--- config.mk ---
export PLATFORM = sky130hd
export DESIGN_NAME = clock_top
export DESIGN_NICKNAME = d
export VERILOG_FILES = /design/src/logic/clock_pkg.sv /design/src/logic/mod60_counter.sv /design/src/logic/seg7_decoder.sv /design/src/logic/clock_top.sv
export VERILOG_INCLUDE_DIRS = /design/src /design/src/logic
export SDC_FILE = /design/constraint.sdc
export NUM_CORES = 1
export LEC_CHECK = 0
export BUFFER_PORTS_ARGS = -buffer_cell sky130_fd_sc_hd__buf_4
export CORE_ASPECT_RATIO = 1.25
export CORE_MARGIN = 4
export CORE_UTILIZATION = 48
export DETAILED_ROUTE_END_ITERATION = 10
export PLACE_DENSITY = 0.81
export SYNTH_ARGS = -nofsm -noshare
export SYNTH_HDL_FRONTEND = slang
export SYNTH_HIERARCHICAL = 1
export SYNTH_SLANG_ARGS = --single-unit
--- constraint.sdc ---
create_clock -name i_clk -period 2.19 [get_ports i_clk]
set_clock_uncertainty 0.15 [all_clocks]
set_input_delay 0.438 -clock i_clk [delete_from_list [all_inputs] [get_ports i_clk]]
set_output_delay 0.438 -clock i_clk [all_outputs]
set_load 0.1 [all_outputs]
--- src/logic/clock_params.svh ---
// width and limit macros for the mm:ss display clock, included by the package and RTL
`ifndef CLOCK_PARAMS_SVH
`define CLOCK_PARAMS_SVH

// ------------------------------------------------------------------------
// digit and segment widths
// ------------------------------------------------------------------------
`define CLK_BCD_W      4     // one decimal digit
`define CLK_SEG_W      7     // segments a..g

// ------------------------------------------------------------------------
// digit limits for a 00..59 counter
// ------------------------------------------------------------------------
`define CLK_UNITS_MAX  9     // largest units digit
`define CLK_TENS_MAX   5     // largest tens digit, seconds and minutes

`endif

--- src/logic/clock_pkg.sv ---
// types shared by the display clock RTL and testbench, import where the types are needed
`include "clock_params.svh"

package clock_pkg;

    // ------------------------------------------------------------------------
    // digits and segment patterns
    // ------------------------------------------------------------------------
    typedef logic [`CLK_BCD_W-1:0] bcd_digit_t;   // one BCD digit
    typedef logic [`CLK_SEG_W-1:0] seg7_t;        // bit 0 = a ... bit 6 = g, active high

    // value of one mod-60 counter
    typedef struct packed {
        bcd_digit_t tens;
        bcd_digit_t units;
    } bcd_pair_t;

    // ------------------------------------------------------------------------
    // full display state
    // ------------------------------------------------------------------------
    typedef struct packed {
        bcd_pair_t minutes;
        bcd_pair_t seconds;
    } clock_time_t;

    typedef struct packed {
        seg7_t min_tens;    // leftmost digit
        seg7_t min_units;
        seg7_t sec_tens;
        seg7_t sec_units;   // rightmost digit
    } seg_bank_t;

endpackage

--- src/logic/mod60_counter.sv ---
// two-digit BCD counter 00..59, steps on i_advance and flags the wrap back to 00
`timescale 1ns/1ps
`include "clock_params.svh"

module mod60_counter (
    input  logic                  i_clk,
    input  logic                  i_rst,
    input  logic                  i_advance,  // one-cycle step request
    output clock_pkg::bcd_pair_t  o_value,
    output logic                  o_wrap      // high with the advance that leaves 59
);

    import clock_pkg::*;

    // ------------------------------------------------------------------------
    // digit limits
    // ------------------------------------------------------------------------
    localparam bcd_digit_t UNITS_MAX = bcd_digit_t'(`CLK_UNITS_MAX);
    localparam bcd_digit_t TENS_MAX  = bcd_digit_t'(`CLK_TENS_MAX);

    bcd_pair_t value_q;
    logic      units_at_max;
    logic      at_max;

    assign units_at_max = (value_q.units == UNITS_MAX);
    assign at_max       = units_at_max && (value_q.tens == TENS_MAX);   // reads 59

    // carry out to the next counter, same cycle as the advance
    assign o_wrap  = i_advance & at_max;
    assign o_value = value_q;

    // ------------------------------------------------------------------------
    // digit update
    // ------------------------------------------------------------------------
    always_ff @(posedge i_clk or posedge i_rst) begin
        if (i_rst) begin
            value_q <= '0;
        end else if (i_advance) begin
            if (at_max) begin
                value_q <= '0;                              // 59 -> 00
            end else if (units_at_max) begin
                value_q.units <= '0;                        // x9 -> (x+1)0
                value_q.tens  <= value_q.tens + 1'b1;
            end else begin
                value_q.units <= value_q.units + 1'b1;
            end
        end
    end

    // ------------------------------------------------------------------------
    // checks
    // ------------------------------------------------------------------------
    a_units_range : assert property (
        @(posedge i_clk) disable iff (i_rst)
        value_q.units <= UNITS_MAX
    ) else $error("units digit out of range: %0d", value_q.units);

    a_tens_range : assert property (
        @(posedge i_clk) disable iff (i_rst)
        value_q.tens <= TENS_MAX
    ) else $error("tens digit out of range: %0d", value_q.tens);

    // a wrap must land on 00 one edge later
    a_wrap_to_zero : assert property (
        @(posedge i_clk) disable iff (i_rst)
        o_wrap |=> (o_value == '0)
    ) else $error("counter did not return to 00 after wrap");

endmodule

--- src/logic/seg7_decoder.sv ---
// maps one BCD digit to an active-high seven-segment pattern, purely combinational
`timescale 1ns/1ps

module seg7_decoder (
    input  clock_pkg::bcd_digit_t  i_digit,
    output clock_pkg::seg7_t       o_seg     // bit 0 = a ... bit 6 = g
);

    // ------------------------------------------------------------------------
    // digit to pattern table, gfedcba
    // ------------------------------------------------------------------------
    always_comb begin
        case (i_digit)
            4'd0:    o_seg = 7'h3F;
            4'd1:    o_seg = 7'h06;   // b c
            4'd2:    o_seg = 7'h5B;
            4'd3:    o_seg = 7'h4F;
            4'd4:    o_seg = 7'h66;
            4'd5:    o_seg = 7'h6D;
            4'd6:    o_seg = 7'h7D;
            4'd7:    o_seg = 7'h07;   // a b c
            4'd8:    o_seg = 7'h7F;   // all on
            4'd9:    o_seg = 7'h6F;
            default: o_seg = 7'h00;   // 10..15 blank
        endcase
    end

endmodule

--- src/logic/clock_top.sv ---
// mm:ss wall clock top, counts i_sec_pulse edges and drives four seven-segment digits
`timescale 1ns/1ps

module clock_top (
    input  logic                    i_clk,
    input  logic                    i_rst,
    input  logic                    i_sec_pulse,  // slow one-second strobe, plain level
    output clock_pkg::seg_bank_t    o_seg,
    output clock_pkg::clock_time_t  o_time        // counter state for leds and debug
);

    import clock_pkg::*;

    // ------------------------------------------------------------------------
    // rising edge detect on the strobe
    // ------------------------------------------------------------------------
    logic [1:0] pulse_tap;   // [0] newest sample
    logic       sec_tick;

    always_ff @(posedge i_clk or posedge i_rst) begin
        if (i_rst) begin
            pulse_tap <= 2'b00;
        end else begin
            pulse_tap <= {pulse_tap[0], i_sec_pulse};
        end
    end

    // one cycle per edge, however long the pulse is held
    assign sec_tick = pulse_tap[0] & ~pulse_tap[1];

    // ------------------------------------------------------------------------
    // seconds and minutes counters
    // ------------------------------------------------------------------------
    bcd_pair_t sec_value;
    bcd_pair_t min_value;
    logic      sec_wrap;

    mod60_counter u_sec (
        .i_clk     (i_clk),
        .i_rst     (i_rst),
        .i_advance (sec_tick),
        .o_value   (sec_value),
        .o_wrap    (sec_wrap)
    );

    mod60_counter u_min (
        .i_clk     (i_clk),
        .i_rst     (i_rst),
        .i_advance (sec_wrap),   // carry lands on the same edge as 59 -> 00
        .o_value   (min_value),
        .o_wrap    ()            // no hours digit
    );

    assign o_time.minutes = min_value;
    assign o_time.seconds = sec_value;

    // ------------------------------------------------------------------------
    // segment decoders, right to left
    // ------------------------------------------------------------------------
    seg7_decoder u_seg_su (
        .i_digit (sec_value.units),
        .o_seg   (o_seg.sec_units)
    );

    seg7_decoder u_seg_st (
        .i_digit (sec_value.tens),
        .o_seg   (o_seg.sec_tens)
    );

    seg7_decoder u_seg_mu (
        .i_digit (min_value.units),
        .o_seg   (o_seg.min_units)
    );

    seg7_decoder u_seg_mt (
        .i_digit (min_value.tens),
        .o_seg   (o_seg.min_tens)
    );

    // ------------------------------------------------------------------------
    // checks
    // ------------------------------------------------------------------------
    a_tick_single : assert property (
        @(posedge i_clk) disable iff (i_rst)
        sec_tick |=> !sec_tick
    ) else $error("sec_tick high on two consecutive cycles");

endmodule

==> flow_summary.toml, run 1 <==
[status]
outcome = "finished, final reports clean"

[layout]
layout.nets = 310
drive_gt1_share_pct = 60.22
layout_common_cells = "buf_4 (41), o21ai_0 (22), ha_1 (22)"
area_growth_pct = 71.83
layout.cells.non_filler = 313
n_antenna_cell = 0
final_common_cell = "buf_4"

[critical_path]
crit_path_max_fanout = 5
required_ps = 2230
reg2reg_slack_ps = 20
start_kind = "flop"
criticalPathCategory = "flop to flop"
rr_startpoint = "u_sec/o_value[5]"
cp.arrival_ps = 2210
crit_start = "u_sec/o_value[5]"
worst_setup_path_end_kind = "flop"

[clocking]
htreeDepth = 1
cts_made_buffers = 3
clock_path_buffers = 2
cts_root_buf = "clkbuf_8"
cts_tree = "yes"
clkTransAtPathRegs_ps = 70
clock_sinks = 18
worstSkewPairLatency_ps = 250

[floorplan]
dieArea_sq_um = 4819
core_area_sq_um = 3573
ios = 47
rows = 24
start_util_pct = 50.60
die-height_microns = 76.62
die_w_microns = 62.90

[hold_path]
worstHoldStart = "i_sec_pulse"
hold_path_class = "input pin to flop"

[placed_design]
dp_hpwl_mm = 3.063
dp_cells = 288
port_buffers = 46
place.gp.congestion = 0.8072

[detailed_routing]
wl_mm = 4.838
viasPerCell = 5.463
route.detailed.drc = 0
final_antenna_net_count = 0
routed-via-count = 1710
wl_per_cell_microns = 15.46
drt_pass1_iterations = 4
drt_iter0_markers = 87

[run]
drv_cap = 0

[grt]
antenna_found_initial = 0
grt-ovfl-total = 0
grt_pass1_vias = 1649
grt.total_usage_pct = 19.17
grt_max_degree = 14
grt_pass1_wl_mm = 7.721

[logic_synthesis]
avgSynthCellArea_sq_um = 8.906
yosys_warnings = 6
syn_inst = 203
syn_nets = 238
syn-cell-area_sq_um = 1808

[timing]
tightest_slew_ps = 412.9
setup-violations-final = 0
max_freq_mhz = 460.9
fin_crit_ps = 2170
slew_viol_final = 0
holdWs_ps = 146.7
relSlewSlack_pct = 72.19
hold_viol = 0
finalCritPeriodShare_pct = 99.07
rsz0062_at_grt = "yes"
[path summary, 6_finish.rpt]
check | endpoint | cells past startpoint
worst max-delay path | u_min/o_value[7] | 8
worst max register to register | u_min/o_value[7] | 8
worst min register to register | pulse_tap[1] | 0
max in group asynchronous | u_sec/o_value[7] | 3
min in group asynchronous | pulse_tap[1] | 3
worst min-delay path | pulse_tap[0] | 1
[repair_timing]
action | CTS | global route
resized for setup | 37 | 49
endpoints found under the hold margin | 2 | 0
hold buffers | 1 | 0
endpoints found under the setup margin | 16 | 27
pin swaps | 5 | 6
buffers inserted | 9 | 12
[registers in the layout, indices dropped and copies added (netlist names)]
name	flops
u_min/o_value	8
pulse_tap	2
u_sec/o_value	8
[per-stage QoR]
step	area, sq um	setup slack, ps	setup TNS, ps	utilization [%]
2_1_floorplan	2123	-103.2	-490.2	-
3_3_place_gp	2517	164.9	0	70.45
3_5_place_dp	2517	126.4	0	70.45
4_1_cts	2811	0.1864	0	78.68
5_1_grt	3107	-62.62	-178.7	86.94
6_report	3107	20.35	0	86.94
[routing by layer]
layer  track usage, %  routed length [microns]
met1            23.11                     1890
met3            2.212                      146
met5                0                        0
met4            5.298                       61
met2            35.16                     2740
[worst max-delay path: stages (launching register included)]
cell	delay [ps]
dfrtp_4	520
buf_4	170
inv_1	60
ha_1	190
nand3b_1	180
nor2_4	170
nand4b_4	130
or4_1	480
nand2_1	70
[area by class of cell]
| cell class | count | area [sq um] |
|---|---|---|
| clock buffers | 4 | 55.05 |
| fillers | 183 | 466.7 |
| inverters | 27 | 123.9 |
| multi-input cells | 156 | 1647 |
| flip-flops and latches | 18 | 510.5 |
| well taps | 39 | 48.80 |
| repair buffers | 69 | 721.9 |
Power of run 1 is left out: the tool's default activity adds up to more than one toggle a clock period on the data nets, which glitch-free logic cannot reach.
==> run 2: changes to the inputs <==
--- a/config.mk
+++ b/config.mk
@@ -14,5 +14,4 @@
 export PLACE_DENSITY = 0.81
 export SYNTH_ARGS = -nofsm -noshare
 export SYNTH_HDL_FRONTEND = slang
-export SYNTH_HIERARCHICAL = 1
 export SYNTH_SLANG_ARGS = --single-unit
==> run 2 against run 1 <==
Compared with the run above: the flow now finishes with violations (setup timing); setup slack worse by 46 ps; largest cell class unchanged; synthesized cell count stayed put; sequential share of layout area is 0.72 points lower; via count is 6.9% higher; final cell count is 1.3% lower; utilization is 4.0 points higher; wire length is 31% higher; design area is 4.6% higher; synthesized area is 1.2% higher; highest routed layer unchanged.
==> flow_summary.toml, run 2 <==
[clocking]
cts-hold-fix-buffers = 0
cts_tree = "yes"
cts_root_buf = "clkbuf_8"
clock_path_buffers = 2
clock_sinks = 18
worstSkewPairLatency_ps = 260
htreeDepth = 1
cts_made_buffers = 3
clkTransAtPathRegs_ps = 70

[power]
ir_drop_mv = 2.052
powerDensity_nw_per_um2 = 1402
p_leak_nw = 1.412

[floorplan]
die_w_microns = 63.24
core_area_sq_um = 3573
start_util_pct = 51.23
die-height_microns = 77.05
ios = 47
rows = 24
dieArea_sq_um = 4872

[status]
failed_checks = "setup timing"
outcome = "complete, but fails checks"

[grt]
grt_max_degree = 19
antenna_found_initial = 0
grt_pass1_vias = 1781
grt.total_usage_pct = 20.91
grt_pass1_wl_mm = 8.452
grt-ovfl-total = 0

[logic_synthesis]
synthTopCellsByArea = "dfrtp_1 (25%), ha_1 (22%), o22ai_1 (6.2%), inv_1 (4.7%), mux2i_1 (3.8%)"
ys_async_sr_fraction_pct = 100.0
synth_edf_count = 0
avgSynthCellArea_sq_um = 9.017
syn_inst = 203
synth_commonest_cells = "ha_1 (32), inv_1 (23), dfrtp_1 (18), o22ai_1 (18)"
synth_seq_cells = 18
syn_nets = 238
synth_largest_area_cell = "dfrtp_1"
synth_flop_cell = "dfrtp_1"
syn-cell-area_sq_um = 1831
synth_top_area_share_pct = 24.61
ys_types = 42
yosysMostFrequentCell = "ha_1"
yosys_warnings = 0
yosysSeqAreaShare_pct = 24.61

[critical_path]
required_ps = 1600
criticalPathCategory = "flop to output port"
cp.arrival_ps = 1630
cp_slowest_cell = "dfrtp_4"
cpPeakStageDelay_ps = 520
worstPathCellList = "buf_4 > xnor2_1 > o22ai_4 > buf_6"
start_kind = "flop"
crit_path_max_fanout = 10
worst_setup_path_end_kind = "output port"

[layout]
drive_gt1_share_pct = 60.74
n_antenna_cell = 0
layout.nets = 306
final_common_cell = "buf_4"
layout_common_cells = "buf_4 (46), ha_1 (22), o22ai_4 (18)"
layout.cells.non_filler = 309
fin_util_pct = 90.90
area_growth_pct = 77.44

[hold_path]
hold_path_class = "input pin to asynchronous set/reset pin"

[timing]
tightest_slew_ps = 688.6
finalCritPeriodShare_pct = 101.2
max_freq_mhz = 451.3
rsz0062_at_grt = "yes"
hold_viol = 0
setup-violations-final = 1
worst_slack_ps = -25.73
fin_crit_ps = 2216
slew_viol_final = 0
relSlewSlack_pct = 54.04

[detailed_routing]
final_antenna_net_count = 0
routed-via-count = 1828
drt-met1-wl_mm = 2.249
dr.max_layer_used = "met4"
wl_met2_mm = 3.615
wl_per_cell_microns = 20.44
route.detailed.drc = 0
drt_iter0_markers = 77
viasPerCell = 5.916
drt_pass1_iterations = 4
wl_mm = 6.316
routed-wl-met3_microns = 260

[placed_design]
place.gp.congestion = 0.7907
dp_cells = 283
dp_hpwl_mm = 3.557
port_buffers = 46

[run]
drv_cap = 0
run 2: worst max-delay path: cells and delay by family, from the launching register on:
kind | cells | cell delay [ps]
xor gates and xnor gates | 1 | 310
DFF | 1 | 520
buffers and inverters | 2 | 420
AOI/OAI and AO/OA | 1 | 120
run 2: metal layers:
metal | global-route usage, % | vias to the layer above
met2 | 39.07 | 67
met1 | 23.28 | 889
met4 | 8.855 | 0
li1 | - | 855
met5 | 0 | -
met3 | 2.778 | 17
run 2: path summary, 6_finish.rpt:
| check | start | end | slack (ps) | depth (start not counted) |
|---|---|---|---|---|
| worst max-delay path | u_min.o_value[3] | o_seg[20] | -30 | 4 |
| worst min-delay path | i_rst | u_min.o_value[5] | 130 | 2 |
| worst max register to register | u_sec.o_value[4] | u_min.o_value[7] | 80 | 6 |
| worst min register to register | pulse_tap[0] | pulse_tap[1] | 350 | 0 |
| max in group asynchronous | i_rst | u_min.o_value[1] | 1250 | 2 |
| min in group i_clk | i_sec_pulse | pulse_tap[0] | 140 | 1 |
run 2: cell families (layout without fill, tap and decap cells):
group	Yosys count	in the layout	synth area share (%)
adder cells (fa/ha/maj)	32	32	21.87
AND/OR/NAND/NOR	48	48	17.43
buffers and inverters	32	99	7.450
AO/OA/AOI/OAI	56	56	19.21
XOR/XNOR	4	4	1.914
flip-flops	18	18	24.61
multiplexers	13	13	7.519
run 2: per-stage QoR:
step                cell area (sq um)  worst slack (ps)  hold WS [ps]  setup TNS (ps)  power, mW
floorplan                        2414            -82.01         226.9          -386.9      3.251
global placement                 2751             211.2         325.3               0      3.658
detailed placement               2751             164.8         335.3               0      3.702
CTS                              3014            0.8833         131.2               0      4.285
global route                     3248            -70.94         133.0          -361.3      4.710
finish                           3248            -25.73         134.3          -25.73      4.555
run 2: final cells by class:
type                            count  area, sq um
Sequential cell                    18        510.5
Multi-Input combinational cell    153         1774
Inverter                           23        123.9
Fill cell                         137        325.3
Clock buffer                        4        55.05
Tap cell                           39        48.80
Timing Repair Buffer               72        735.7
run 2: power breakdown:
part           switching (mW)  internal, mW  total [mW]
Sequential              0.248         0.416       0.664
Combinational            2.40          1.21        3.61
Clock                   0.121         0.160       0.281
Total                    2.77          1.78        4.55
run 2: what timing repair did:
item | in CTS | in global routing
pin swaps | 0 | 5
setup endpoints to repair | 21 | 25
resized for setup | 40 | 27
buffers inserted | 5 | 17
(Power assumes the default switching activity.)
==> run 3: changes to the inputs <==
==> constraint.sdc (replaced) <==
create_clock -name i_clk -period 2.19 [get_ports i_clk]
set_clock_uncertainty 0.15 [all_clocks]
set_input_delay 0.1095 -clock i_clk [delete_from_list [all_inputs] [get_ports i_clk]]
set_output_delay 0.1095 -clock i_clk [all_outputs]
set_load 0.1 [all_outputs]
==> run 3 against run 2 <==
Compared with the run above: the run now ends clean; sequential share of layout area is 2.6 points higher; via count shrank 13%; critical path depth grew 2; design area down 18%; maximum frequency increased by 6.1%; die area unchanged; register-to-register slack gained 100 ps; non-clock buffer count is 20 lower; critical endpoint is now o_seg[24].
==> flow_summary.toml, run 3 (synthesis gave the netlist of run 2 again) <==
[placed_design]
port_buffers = 46
dp_hpwl_mm = 3.177
place.gp.congestion = 0.7825
dp_worst_setup_slack_ps = 118.7

[layout]
n_antenna_cell = 0
n_fill_cell = 258
area_growth_pct = 45.32
layout.nets = 286
final_common_cell = "buf_4"
drive_gt1_share_pct = 44.80
layout_common_cells = "buf_4 (45), ha_1 (32), inv_1 (22)"

[critical_path]
criticalPathCategory = "flop to output port"
start_kind = "flop"
crit_path_max_fanout = 9
worst_setup_path_end_kind = "output port"
cp.arrival_ps = 1830
required_ps = 1930
r2r_cells = 5

[timing]
worst_slack_ps = 101.0
max_freq_mhz = 478.7
holdWs_ps = 354.3
rsz0062_at_grt = "no"
setup-violations-final = 0
relSlewSlack_pct = 54.72
slew_viol_final = 0
tns_ps = 0
fin_crit_ps = 2089
finalCritPeriodShare_pct = 95.39
hold_viol = 0
tightest_slew_ps = 678.4

[hold_path]
whs_path_depth = 2
hold_path_class = "input pin to flop"

[detailed_routing]
drt_iter0_markers = 104
wl_mm = 4.208
wl_met2_mm = 2.235
viasPerCell = 5.505
dr.max_layer_used = "met4"
routed-wl-met3_microns = 120
wl_per_cell_microns = 14.56
routed-via-count = 1591
drt_pass1_iterations = 4
route.detailed.drc = 0
drt-met1-wl_mm = 1.820
final_antenna_net_count = 0

[floorplan]
rows = 24
die-height_microns = 77.05
die_w_microns = 63.24
start_util_pct = 51.23
ios = 47
dieArea_sq_um = 4872
core_area_sq_um = 3573

[grt]
grt_max_degree = 19
grt-ovfl-total = 0
antenna_found_initial = 0
grt_pass1_wl_mm = 7.265
grt_pass1_vias = 1575
grt.total_usage_pct = 17.71

[clocking]
cts_made_buffers = 3
htreeDepth = 1
postCtsSetupRepairBufs = 0
worstSkewPairLatency_ps = 250
clock_sinks = 18
cts_root_buf = "clkbuf_8"
clock_path_buffers = 2
clkTransAtPathRegs_ps = 70
cts_tree = "yes"

[status]
outcome = "finished, final reports clean"

[run]
drv_cap = 0
==> run 3: changes by cell type in the layout (fill, tap and decap cells not counted), moves of 7 or more <==
cell,before,now
ha_4,7,0
buf_12,12,0
dfrtp_4,16,7
dfrtp_2,0,9
inv_1,13,22
ha_1,22,32
==> run 3: layer usage <==
metal / up-vias / global-route usage, %
li1: 804 / -
met1: 754 / 21.57
met2: 29 / 32.84
met3: 4 / 1.901
met4: 0 / 4.320
met5: - / 0
==> run 3: critical path, cell delays in order (launching register included) <==
cell     delay (ps)
dfrtp_4         470
inv_1           120
buf_4           170
ha_1            350
nand2_1         110
o21ai_4          60
buf_4           300
==> run 3: worst paths after layout <==
kind / slack [ps] / end / startpoint
worst max-delay path: 100 / o_seg[24] / u_min.o_value[5]
worst min-delay path: 350 / pulse_tap[0] / i_sec_pulse
worst max register to register: 180 / u_min.o_value[7] / u_min.o_value[1]
worst min register to register: 360 / pulse_tap[1] / pulse_tap[0]
max in group asynchronous: 1010 / u_sec.o_value[5] / i_rst
min in group asynchronous: 370 / u_min.o_value[0] / i_rst
==> run 3: layout make-up <==
| type | instances | area (sq um) | share of cell area (%) |
|---|---|---|---|
| well taps | 39 | 48.80 | 1.834 |
| clock buffers | 4 | 55.05 | 2.070 |
| inverters | 23 | 90.09 | 3.387 |
| multi-input cells | 153 | 1564 | 58.80 |
| repair buffers | 52 | 414.1 | 15.57 |
| flip-flops and latches | 18 | 488.0 | 18.34 |
==> run 3: timing repair <==
item,in CTS,in global routing
pin swaps,0,0
gates resized for setup,3,7
hold endpoints to repair,19,0
setup endpoints to repair,5,8
hold buffers,2,0
==> run 3: through the flow <==
stage | util, % | instances | cell area, sq um
floorplan | - | 203 | 2176
global placement | 71.29 | 283 | 2547
detailed placement | 71.29 | 283 | 2547
CTS | 73.70 | 289 | 2634
global route | 74.44 | 289 | 2660
finish | 74.44 | 289 | 2660
Power of run 3 is left out for the same reason.
